--- src/common/wb_sram_defs.svh ---
/*
 * Geometry and timing of the banked Wishbone SRAM.
 * Include in any file that sizes memory, banks or the read path.
 */
`ifndef WB_SRAM_DEFS_SVH
`define WB_SRAM_DEFS_SVH

`define WB_SRAM_WORDS           64  // Total 32-bit words
`define WB_SRAM_DATA_WIDTH      32
`define WB_SRAM_BANKS           4   // Power of two, interleaved on low bits
`define WB_SRAM_READ_LATENCY    2   // Cycles from RAM enable to data out

// Read FIFO, room for a full pipe of reads plus slack
`define WB_SRAM_FIFO_DEPTH      (`WB_SRAM_READ_LATENCY + 2)
`define WB_SRAM_FIFO_THRESHOLD  2   // Free entries below this are almost full

`endif

--- src/common/sram_types_pkg.sv ---
/*
 * Types of the memory side: data words, word addresses and their
 * split into bank and row, and the tag that follows each read.
 */
`include "wb_sram_defs.svh"

package sram_types_pkg;

  localparam int ADDR_WIDTH = $clog2(`WB_SRAM_WORDS);
  localparam int BANK_WIDTH = $clog2(`WB_SRAM_BANKS);
  localparam int ROW_WIDTH  = ADDR_WIDTH - BANK_WIDTH;

  typedef logic [`WB_SRAM_DATA_WIDTH-1:0] data_t;
  typedef logic [ADDR_WIDTH-1:0]          addr_t;

  // Bank from the low address bits, row from the rest
  typedef logic [BANK_WIDTH-1:0] bank_t;
  typedef logic [ROW_WIDTH-1:0]  row_t;

  typedef struct packed {
    logic  valid;  // A read was issued
    bank_t bank;   // Bank whose data returns
  } read_tag_t;

endpackage

--- src/common/wb_bus_pkg.sv ---
/*
 * Types of the Wishbone classic side of the slave.
 * The access kind doubles as the front end's state.
 */
`include "wb_sram_defs.svh"

package wb_bus_pkg;

  typedef logic [$clog2(`WB_SRAM_WORDS)-1:0] wb_adr_t;

  typedef enum logic [1:0] {
    WB_IDLE,
    WB_WRITE,   // Write issued, ack next
    WB_READ     // Read issued, waiting on FIFO
  } wb_access_t;

endpackage

--- src/rtl/pipe_delay.sv ---
/*
 * Fixed-length delay line for any packed payload type.
 * All stages return to zero on reset and on clear.
 */
`include "wb_sram_defs.svh"

module pipe_delay #(
  parameter int  DELAY = `WB_SRAM_READ_LATENCY,
  parameter type T     = logic
)(
  input  var logic i_read_clk,
  input  var logic i_read_rst_n,
  input  var logic i_clear,
  input  var T     i_d,
  output T         o_d
);

  if (DELAY == 0) begin : g_bypass
    assign o_d = i_d;
  end else begin : g_shift
    T stage_q [DELAY];

    always_ff @(posedge i_read_clk or negedge i_read_rst_n) begin
      if (!i_read_rst_n) begin
        for (int i = 0; i < DELAY; i++) begin
          stage_q[i] <= '0;
        end
      end else if (i_clear) begin
        for (int i = 0; i < DELAY; i++) begin
          stage_q[i] <= '0;
        end
      end else begin
        stage_q[0] <= i_d;
        for (int i = 1; i < DELAY; i++) begin
          stage_q[i] <= stage_q[i-1];
        end
      end
    end

    assign o_d = stage_q[DELAY-1];
  end

endmodule

--- src/rtl/sync_fifo.sv ---
/*
 * Single-clock FIFO for returned read words. Output shows the head
 * word while not empty. Almost full flags fewer than THRESHOLD free.
 */
`include "wb_sram_defs.svh"

module sync_fifo #(
  parameter int DEPTH     = `WB_SRAM_FIFO_DEPTH,
  parameter int THRESHOLD = `WB_SRAM_FIFO_THRESHOLD
)(
  input  var logic                  i_read_clk,
  input  var logic                  i_read_rst_n,
  input  var logic                  i_clear,
  input  var logic                  i_push,
  input  var sram_types_pkg::data_t i_data,
  input  var logic                  i_pop,
  output logic                      o_empty,
  output logic                      o_almost_full,
  output sram_types_pkg::data_t     o_data
);
  import sram_types_pkg::*;

  localparam int PTR_WIDTH   = (DEPTH > 1) ? $clog2(DEPTH) : 1;
  localparam int COUNT_WIDTH = $clog2(DEPTH + 1);

  data_t                  mem [DEPTH];
  logic [PTR_WIDTH-1:0]   wr_ptr_q;
  logic [PTR_WIDTH-1:0]   rd_ptr_q;
  logic [COUNT_WIDTH-1:0] count_q;
  logic                   push_ok;
  logic                   pop_ok;

  always_comb begin
    push_ok       = i_push && (count_q != COUNT_WIDTH'(DEPTH));
    pop_ok        = i_pop && (count_q != '0);
    o_empty       = count_q == '0;
    o_almost_full = (COUNT_WIDTH'(DEPTH) - count_q) < COUNT_WIDTH'(THRESHOLD);
    o_data        = mem[rd_ptr_q];
  end

  always_ff @(posedge i_read_clk) begin
    if (push_ok) begin
      mem[wr_ptr_q] <= i_data;
    end
  end

  // ********************************************************************
  // Pointers and count
  // ********************************************************************
  always_ff @(posedge i_read_clk or negedge i_read_rst_n) begin
    if (!i_read_rst_n) begin
      wr_ptr_q <= '0;
      rd_ptr_q <= '0;
      count_q  <= '0;
    end else if (i_clear) begin
      wr_ptr_q <= '0;
      rd_ptr_q <= '0;
      count_q  <= '0;
    end else begin
      if (push_ok) begin
        wr_ptr_q <= (wr_ptr_q == PTR_WIDTH'(DEPTH - 1)) ? '0 : wr_ptr_q + 1'b1;
      end
      if (pop_ok) begin
        rd_ptr_q <= (rd_ptr_q == PTR_WIDTH'(DEPTH - 1)) ? '0 : rd_ptr_q + 1'b1;
      end
      count_q <= count_q + COUNT_WIDTH'(push_ok) - COUNT_WIDTH'(pop_ok);
    end
  end

endmodule

--- src/sram/sram_1rw_model.sv ---
/*
 * Behavioral single-port RAM for one bank. An enabled write stores
 * the word; an enabled read registers the row and delays it so that
 * data appears the full read latency after the enable.
 */
`include "wb_sram_defs.svh"

module sram_1rw_model #(
  parameter int ROWS = `WB_SRAM_WORDS / `WB_SRAM_BANKS
)(
  input  var logic                  i_read_clk,
  input  var logic                  i_enable,
  input  var logic                  i_write,
  input  var sram_types_pkg::row_t  i_row,
  input  var sram_types_pkg::data_t i_write_data,
  output sram_types_pkg::data_t     o_read_data
);
  import sram_types_pkg::*;

  data_t mem [ROWS];
  data_t read_q;

  always_ff @(posedge i_read_clk) begin
    if (i_enable) begin
      if (i_write) begin
        mem[i_row] <= i_write_data;
      end else begin
        read_q <= mem[i_row];  // First output stage
      end
    end
  end

  // Remaining stages of the output pipe, no reset needed on data
  pipe_delay #(
    .DELAY (`WB_SRAM_READ_LATENCY - 1),
    .T     (data_t                    )
  ) u_out_delay (
    .i_read_clk   (i_read_clk  ),
    .i_read_rst_n (1'b1        ),
    .i_clear      (1'b0        ),
    .i_d          (read_q      ),
    .o_d          (o_read_data )
  );

endmodule

--- src/sram/sram_banked.sv ---
/*
 * Banked SRAM block. One single-port RAM per bank, driven by the
 * per-bank enables from steering. Each read tag travels through a
 * delay line matching the RAM latency; when it emerges valid, the
 * named bank's word is pushed to the read FIFO.
 */
`include "wb_sram_defs.svh"

module sram_banked (
  input  var logic                      i_read_clk,
  input  var logic                      i_read_rst_n,
  input  var logic                      i_clear,
  input  var logic [`WB_SRAM_BANKS-1:0] i_bank_enable,
  input  var logic                      i_write,
  input  var sram_types_pkg::row_t      i_row,
  input  var sram_types_pkg::data_t     i_data,
  input  var sram_types_pkg::read_tag_t i_read_tag,
  output logic                          o_push,
  output sram_types_pkg::data_t         o_push_data
);
  import sram_types_pkg::*;

  localparam int ROWS = `WB_SRAM_WORDS / `WB_SRAM_BANKS;

  data_t     bank_data [`WB_SRAM_BANKS];
  read_tag_t tag_q;

  // ********************************************************************
  // Bank array
  // ********************************************************************
  for (genvar b = 0; b < `WB_SRAM_BANKS; b++) begin : g_bank
    sram_1rw_model #(
      .ROWS (ROWS)
    ) u_ram (
      .i_read_clk   (i_read_clk       ),
      .i_enable     (i_bank_enable[b] ),
      .i_write      (i_write          ),
      .i_row        (i_row            ),
      .i_write_data (i_data           ),
      .o_read_data  (bank_data[b]     )
    );
  end

  // ********************************************************************
  // Read tag tracking and bank select
  // ********************************************************************
  pipe_delay #(
    .DELAY (`WB_SRAM_READ_LATENCY),
    .T     (read_tag_t           )
  ) u_tag_delay (
    .i_read_clk   (i_read_clk   ),
    .i_read_rst_n (i_read_rst_n ),
    .i_clear      (i_clear      ),
    .i_d          (i_read_tag   ),
    .o_d          (tag_q        )
  );

  always_comb begin
    o_push      = tag_q.valid;
    o_push_data = bank_data[tag_q.bank];  // Tag bank lines up with the data
  end

endmodule

--- src/rtl/sram_bank_steer.sv ---
/*
 * Request steering. Splits the word address into bank and row,
 * enables the selected bank and builds the read tag. Reads stall
 * while the read FIFO could not absorb every read in flight.
 */
`include "wb_sram_defs.svh"

module sram_bank_steer (
  input  var logic                       i_read_clk,
  input  var logic                       i_read_rst_n,
  input  var logic                       i_clear,
  input  var logic                       i_req_valid,
  input  var logic                       i_req_write,
  input  var sram_types_pkg::addr_t      i_req_addr,
  input  var sram_types_pkg::data_t      i_req_data,
  output logic                           o_req_ready,
  output logic [`WB_SRAM_BANKS-1:0]      o_bank_enable,
  output logic                           o_write,
  output sram_types_pkg::row_t           o_row,
  output sram_types_pkg::data_t          o_data,
  output sram_types_pkg::read_tag_t      o_read_tag,
  input  var logic                       i_fifo_almost_full
);
  import sram_types_pkg::*;

  localparam int LAT       = `WB_SRAM_READ_LATENCY;
  localparam int CNT_WIDTH = $clog2(LAT + 2);

  bank_t                bank;
  logic                 read_ok;
  logic                 ready;
  logic                 read_issue;
  logic [LAT-1:0]       issue_sr;      // One bit per read pipe stage
  logic [CNT_WIDTH-1:0] inflight_q;

  always_comb begin
    bank       = bank_t'(i_req_addr);
    read_ok    = !i_fifo_almost_full &&
                 (inflight_q < CNT_WIDTH'(`WB_SRAM_FIFO_THRESHOLD));
    ready      = i_req_write || read_ok;  // Writes never wait
    read_issue = i_req_valid && !i_req_write && read_ok;

    o_bank_enable = '0;
    if (i_req_valid && ready) begin
      o_bank_enable[bank] = 1'b1;
    end

    o_req_ready      = ready;
    o_write          = i_req_write;
    o_row            = row_t'(i_req_addr >> BANK_WIDTH);
    o_data           = i_req_data;
    o_read_tag.valid = read_issue;
    o_read_tag.bank  = bank;
  end

  always_ff @(posedge i_read_clk or negedge i_read_rst_n) begin
    if (!i_read_rst_n) begin
      issue_sr   <= '0;
      inflight_q <= '0;
    end else if (i_clear) begin
      issue_sr   <= '0;
      inflight_q <= '0;
    end else begin
      issue_sr   <= LAT'({issue_sr, read_issue});
      inflight_q <= inflight_q + CNT_WIDTH'(read_issue) - CNT_WIDTH'(issue_sr[LAT-1]);
    end
  end

endmodule

--- src/rtl/wb_sram_slave.sv ---
/*
 * Wishbone classic slave front end. Turns each bus cycle into one
 * request, acks writes one cycle later and reads once their word
 * reaches the read FIFO. Words of abandoned reads are dropped.
 */
`include "wb_sram_defs.svh"

module wb_sram_slave (
  input  var logic                    i_read_clk,
  input  var logic                    i_read_rst_n,
  input  var logic                    i_clear,
  input  var logic                    i_wb_cyc,
  input  var logic                    i_wb_stb,
  input  var logic                    i_wb_we,
  input  var wb_bus_pkg::wb_adr_t     i_wb_adr,
  input  var sram_types_pkg::data_t   i_wb_dat,
  output logic                        o_wb_ack,
  output sram_types_pkg::data_t       o_wb_dat,
  output logic                        o_req_valid,
  output logic                        o_req_write,
  output sram_types_pkg::addr_t       o_req_addr,
  output sram_types_pkg::data_t       o_req_data,
  input  var logic                    i_req_ready,
  input  var logic                    i_rd_empty,
  input  var sram_types_pkg::data_t   i_rd_data,
  output logic                        o_rd_pop
);
  import wb_bus_pkg::*;

  localparam int DROP_WIDTH = $clog2(`WB_SRAM_FIFO_DEPTH + 1);

  wb_access_t            state_q;
  logic [DROP_WIDTH-1:0] drop_q;    // Reads still due from abandoned cycles
  logic                  bus_req;
  logic                  issue;
  logic                  discard;
  logic                  take;
  logic                  abandon;

  always_comb begin
    bus_req = i_wb_cyc && i_wb_stb;
    issue   = (state_q == WB_IDLE) && bus_req && !i_clear;
    discard = !i_rd_empty && (drop_q != '0);  // Stale words come out first
    take    = !i_rd_empty && (drop_q == '0) && (state_q == WB_READ);
    abandon = (state_q == WB_READ) && !bus_req && !take;
  end

  assign o_req_valid = issue;
  assign o_req_write = i_wb_we;
  assign o_req_addr  = i_wb_adr;
  assign o_req_data  = i_wb_dat;

  assign o_rd_pop = discard || take;
  assign o_wb_ack = bus_req && !i_clear && ((state_q == WB_WRITE) || take);
  assign o_wb_dat = i_rd_data;

  // ********************************************************************
  // Access state and discard count
  // ********************************************************************
  always_ff @(posedge i_read_clk or negedge i_read_rst_n) begin
    if (!i_read_rst_n) begin
      state_q <= WB_IDLE;
      drop_q  <= '0;
    end else if (i_clear) begin
      state_q <= WB_IDLE;   // Reads in flight are flushed too
      drop_q  <= '0;
    end else begin
      case (state_q)
        WB_IDLE: begin
          if (issue && i_req_ready) begin
            state_q <= i_wb_we ? WB_WRITE : WB_READ;
          end
        end
        WB_READ: begin
          if (take || !bus_req) begin
            state_q <= WB_IDLE;
          end
        end
        default: state_q <= WB_IDLE;  // Write acks for one cycle only
      endcase

      case ({abandon, discard})
        2'b10:   drop_q <= drop_q + DROP_WIDTH'(1);
        2'b01:   drop_q <= drop_q - DROP_WIDTH'(1);
        default: drop_q <= drop_q;
      endcase
    end
  end

endmodule

--- src/rtl/wb_sram_top.sv ---
/*
 * Wishbone classic SRAM slave. Front end, bank steering, banked
 * SRAM and read FIFO in one clock domain. i_clear flushes reads
 * in flight but keeps memory contents.
 */
`include "wb_sram_defs.svh"

module wb_sram_top (
  input  var logic                  i_read_clk,
  input  var logic                  i_read_rst_n,
  input  var logic                  i_clear,
  input  var logic                  i_wb_cyc,
  input  var logic                  i_wb_stb,
  input  var logic                  i_wb_we,
  input  var wb_bus_pkg::wb_adr_t   i_wb_adr,
  input  var sram_types_pkg::data_t i_wb_dat,
  output logic                      o_wb_ack,
  output sram_types_pkg::data_t     o_wb_dat
);
  import sram_types_pkg::*;

  logic                      req_valid;
  logic                      req_write;
  addr_t                     req_addr;
  data_t                     req_data;
  logic                      req_ready;
  logic [`WB_SRAM_BANKS-1:0] bank_enable;
  logic                      bank_write;
  row_t                      bank_row;
  data_t                     bank_data;
  read_tag_t                 read_tag;
  logic                      push;
  data_t                     push_data;
  logic                      fifo_empty;
  logic                      fifo_almost_full;
  logic                      fifo_pop;
  data_t                     fifo_data;

  wb_sram_slave u_slave (
    .i_read_clk   (i_read_clk   ),
    .i_read_rst_n (i_read_rst_n ),
    .i_clear      (i_clear      ),
    .i_wb_cyc     (i_wb_cyc     ),
    .i_wb_stb     (i_wb_stb     ),
    .i_wb_we      (i_wb_we      ),
    .i_wb_adr     (i_wb_adr     ),
    .i_wb_dat     (i_wb_dat     ),
    .o_wb_ack     (o_wb_ack     ),
    .o_wb_dat     (o_wb_dat     ),
    .o_req_valid  (req_valid    ),
    .o_req_write  (req_write    ),
    .o_req_addr   (req_addr     ),
    .o_req_data   (req_data     ),
    .i_req_ready  (req_ready    ),
    .i_rd_empty   (fifo_empty   ),
    .i_rd_data    (fifo_data    ),
    .o_rd_pop     (fifo_pop     )
  );

  sram_bank_steer u_steer (
    .i_read_clk         (i_read_clk       ),
    .i_read_rst_n       (i_read_rst_n     ),
    .i_clear            (i_clear          ),
    .i_req_valid        (req_valid        ),
    .i_req_write        (req_write        ),
    .i_req_addr         (req_addr         ),
    .i_req_data         (req_data         ),
    .o_req_ready        (req_ready        ),
    .o_bank_enable      (bank_enable      ),
    .o_write            (bank_write       ),
    .o_row              (bank_row         ),
    .o_data             (bank_data        ),
    .o_read_tag         (read_tag         ),
    .i_fifo_almost_full (fifo_almost_full )
  );

  sram_banked u_banks (
    .i_read_clk    (i_read_clk   ),
    .i_read_rst_n  (i_read_rst_n ),
    .i_clear       (i_clear      ),
    .i_bank_enable (bank_enable  ),
    .i_write       (bank_write   ),
    .i_row         (bank_row     ),
    .i_data        (bank_data    ),
    .i_read_tag    (read_tag     ),
    .o_push        (push         ),
    .o_push_data   (push_data    )
  );

  sync_fifo #(
    .DEPTH     (`WB_SRAM_FIFO_DEPTH    ),
    .THRESHOLD (`WB_SRAM_FIFO_THRESHOLD)
  ) u_read_fifo (
    .i_read_clk    (i_read_clk       ),
    .i_read_rst_n  (i_read_rst_n     ),
    .i_clear       (i_clear          ),
    .i_push        (push             ),
    .i_data        (push_data        ),
    .i_pop         (fifo_pop         ),
    .o_empty       (fifo_empty       ),
    .o_almost_full (fifo_almost_full ),
    .o_data        (fifo_data        )
  );

endmodule

--- config.mk ---
export PLATFORM = sky130hd
export DESIGN_NAME = wb_sram_top
export DESIGN_NICKNAME = d
export VERILOG_FILES = /design/src/common/sram_types_pkg.sv /design/src/common/wb_bus_pkg.sv /design/src/rtl/pipe_delay.sv /design/src/rtl/sync_fifo.sv /design/src/sram/sram_1rw_model.sv /design/src/sram/sram_banked.sv /design/src/rtl/sram_bank_steer.sv /design/src/rtl/wb_sram_slave.sv /design/src/rtl/wb_sram_top.sv
export VERILOG_INCLUDE_DIRS = /design/src /design/src/common
export SDC_FILE = /design/constraint.sdc
export NUM_CORES = 2
export LEC_CHECK = 0
export BUFFER_PORTS_ARGS = -buffer_cell sky130_fd_sc_hd__buf_2
export CAP_MARGIN = 20
export CORE_ASPECT_RATIO = 0.7
export CORE_MARGIN = 2
export CORE_UTILIZATION = 62
export DETAILED_ROUTE_END_ITERATION = 6
export PLACE_DENSITY_LB_ADDON = 0.2
export SYNTH_ARGS = -nofsm -noshare
export SYNTH_HDL_FRONTEND = slang
export SYNTH_SLANG_ARGS = --single-unit
--- constraint.sdc ---
create_clock -name i_read_clk -period 5.35 [get_ports i_read_clk]
set_input_delay 1.07 -clock i_read_clk [delete_from_list [all_inputs] [get_ports i_read_clk]]
set_output_delay 1.07 -clock i_read_clk [all_outputs]
set_load 0.005 [all_outputs]
==> results.cfg <==
[outcome]
status = finished clean

[layout]
drive_gt1_share_pct = 27.6
multiInputGateArea_mm2 = 0.0169
layout_commonest_cell = edfxtp_1
register_area_mm2 = 0.0723
n_fill_cell = 8339
syn_to_final_growth_pct = 11.5
final_nets = 4075
utilization_pct = 69.7
layout_common_cells = 2304 x edfxtp_1, 576 x mux4_2, 256 x a22oi_1, 213 x clkbuf_16, 144 x nand2_1

[setup_path]
worstSetupStartpointType = register
r2r-start = u_slave.state_q[0]$_DFFE_PN0P_
cp_max_fo = 23
cp.arrival_ns = 3.00
startpoint = u_read_fifo.rd_ptr_q[0]$_DFFE_PN0P_
worstSetupPathType = register to output pin
crit_required_ns = 4.28
end_kind = output pin

[yosys]
synth_edf_count = 2304
synth-seq-cells = 2452
ys_types = 35
netlist_instances = 3791
syn_area_per_cell_um2 = 23.6
ys_seq_area_share_pct = 80.7
ys.flop_type = edfxtp_1
synth_area_mm2 = 0.0895
synth_nets = 3849
async_flop_share_pct = 0.816
yosys_warnings = 0

[power]
total_power_w = 0.0373
power.density_mw_per_mm2 = 374
leakagePower_nw = 31.4
ir_drop_mv = 0.391

[grt]
globalRouteTotalUtil_pct = 29.4
first_global_vias = 40000
grt.overflow.total = 0
grt_pass1_wl_mm = 302
gr-usage-met1_pct = 47.1
grt_busiest_layer = met1
gr-usage-met3_pct = 6.67
grt_max_degree = 147
gr-usage-met2_pct = 41.8
antenna_found_initial = 13

[placed_design]
gp_congestion = 0.842
dp_hpwl_mm = 118
portBuffers = 76
pre_cts_slack_ns = 0.841

[floorplanning]
die-width_um = 458
die_y_um = 322
die-area_mm2 = 0.147
io_pins = 77
core.rowCount = 116
core_area_mm2 = 0.143
initial_utilization_pct = 62.5

[cts]
clk_pin_slew_ns = 0.06
cts_setup_buffers = 0
clk_latency_ns = 0.85
cts_tree = yes
cts_resized = 0
cts_buffer_depth = 3
root_buffer = clkbuf_16
numCtsBuffers = 207
htreeDepth = 4
postCtsHoldBufs = 0
clock-sinks = 2452

[drt]
vias_per_cell = 6.85
drt-total-wl_mm = 213
drt_iter0_drc = 7099
dr.pass1.iters = 6
wl_per_cell_um = 35.0
ant_nets = 0
num_vias = 41700
route.detailed.drc = 0

[sta]
setup_tns_ns = 0
final-setup-viol-count = 0
fin_crit_sh_pct = 76.0
finalCriticalPeriod_ns = 4.07
worst_slack_ns = 1.28
tightest_slew_ns = 1.09
fmax_mhz = 246
report.final.hold_viol_count = 0
rsz0062_at_grt = false
fin_skew_ns = 0.0294
relSlewSlack_pct = 26.8
maxSlewViolCount = 0

[min_path]
worstHoldPathType = primary input to asynchronous set/reset pin

[job]
maxCapViolCount = 0
-- sequential cells by signal, summed over array words and instances (netlist names) --
register	count
u_banks.u_tag_delay.g_shift.stage_q	2
u_read_fifo.rd_ptr_q	2
u_banks.g_bank.u_ram.u_out_delay.o_d	128
u_banks.u_tag_delay.o_d	3
u_banks.g_bank.u_ram.read_q	128
u_steer.inflight_q	2
u_read_fifo.wr_ptr_q	2
u_slave.state_q	2
u_steer.issue_sr	1
u_banks.g_bank.u_ram.mem	2048
u_read_fifo.count_q	3
u_slave.drop_q	3
u_read_fifo.mem	128
-- path summary, 6_finish.rpt --
check | cells past startpoint | slack (ns) | end
setup / recovery | 3 | 1.28 | o_wb_dat[14]
min in group i_read_clk | 0 | 0.33 | u_banks.g_bank[3].u_ram.u_out_delay.o_d[30]$_DFF_P_
hold / removal | 1 | 0.18 | u_slave.drop_q[1]$_DFFE_PN0P_
max in group asynchronous | 1 | 4.82 | u_read_fifo.rd_ptr_q[0]$_DFFE_PN0P_
setup reg to reg | 4 | 1.83 | u_banks.g_bank[1].u_ram.mem[4][3]$_DFFE_PP_
hold reg to reg | 0 | 0.33 | u_banks.g_bank[3].u_ram.u_out_delay.o_d[30]$_DFF_P_
-- where the power goes --
group | internal [W] | switching (W)
clock | 0.00798 | 0.00669
sequential | 0.0210 | 0.0000378
combinational | 0.000535 | 0.00100
-- final cells by class --
type / count / area share, %
Sequential cell: 2452 / 72.4
Multi-Input combinational cell: 1130 / 16.9
Clock buffer: 285 / 5.75
Tap cell: 1888 / 2.37
Timing Repair Buffer: 216 / 1.64
Clock inverter: 101 / 0.812
Inverter: 10 / 0.0376
Antenna cell: 9 / 0.0226
-- worst max-delay path, stage by stage, from the launching register on --
cell,delay (ns)
dfrtp_2,0.87
buf_4,0.42
mux4_2,0.68
buf_2,0.18
-- metrics by stage --
stage / area (um^2) / cells / hold WS, ns
floorplan: 89500 / 3791 / 0.323
global placement: 93200 / 5695 / 0.326
detailed placement: 93200 / 5695 / 0.327
CTS: 99700 / 6081 / 0.142
global route: 99700 / 6083 / 0.187
finish: 99700 / 6091 / 0.181
-- kinds of logic after synthesis --
| group | share of synthesized area, % |
|---|---|
| xor+xnor | 0.0490 |
| fa+ha+maj | 0.213 |
| simple gates | 1.25 |
| flops | 80.7 |
| mux | 14.5 |
| compound gates | 2.23 |
| buf+inv | 0.965 |
-- layer usage --
metal | up-vias | wire length, um | part of all wire, %
li1 | 16500 | - | -
met2 | 2690 | 94700 | 44
met5 | - | 0 | 0
met4 | 0 | 5070 | 2.4
met1 | 22200 | 86700 | 41
met3 | 280 | 26500 | 12
-- synth_stat cells, types with 2 or more instances --
cell type / number / area [um^2]
a211oi_1: 3 / 22.5
a21oi_1: 3 / 15.0
a22oi_1: 256 / 1920
and2_1: 5 / 31.3
buf_1: 14 / 52.6
buf_2: 60 / 300
clkbuf_1: 124 / 465
dfrtp_1: 20 / 500
dfxtp_1: 128 / 2560
edfxtp_1: 2304 / 69200
fa_1: 2 / 40.0
ha_1: 12 / 150
inv_1: 10 / 37.5
mux2i_1: 3 / 30.0
mux4_2: 576 / 13000
nand2_1: 144 / 541
nand3_1: 5 / 25.0
nand3b_1: 3 / 22.5
nor2_1: 79 / 297
nor2b_1: 13 / 81.3
nor3_1: 7 / 35.0
nor3b_1: 3 / 22.5
o21ai_0: 2 / 10.0
xnor2_1: 3 / 26.3
xor2_1: 2 / 17.5
Power figures use the tool's default switching activity.
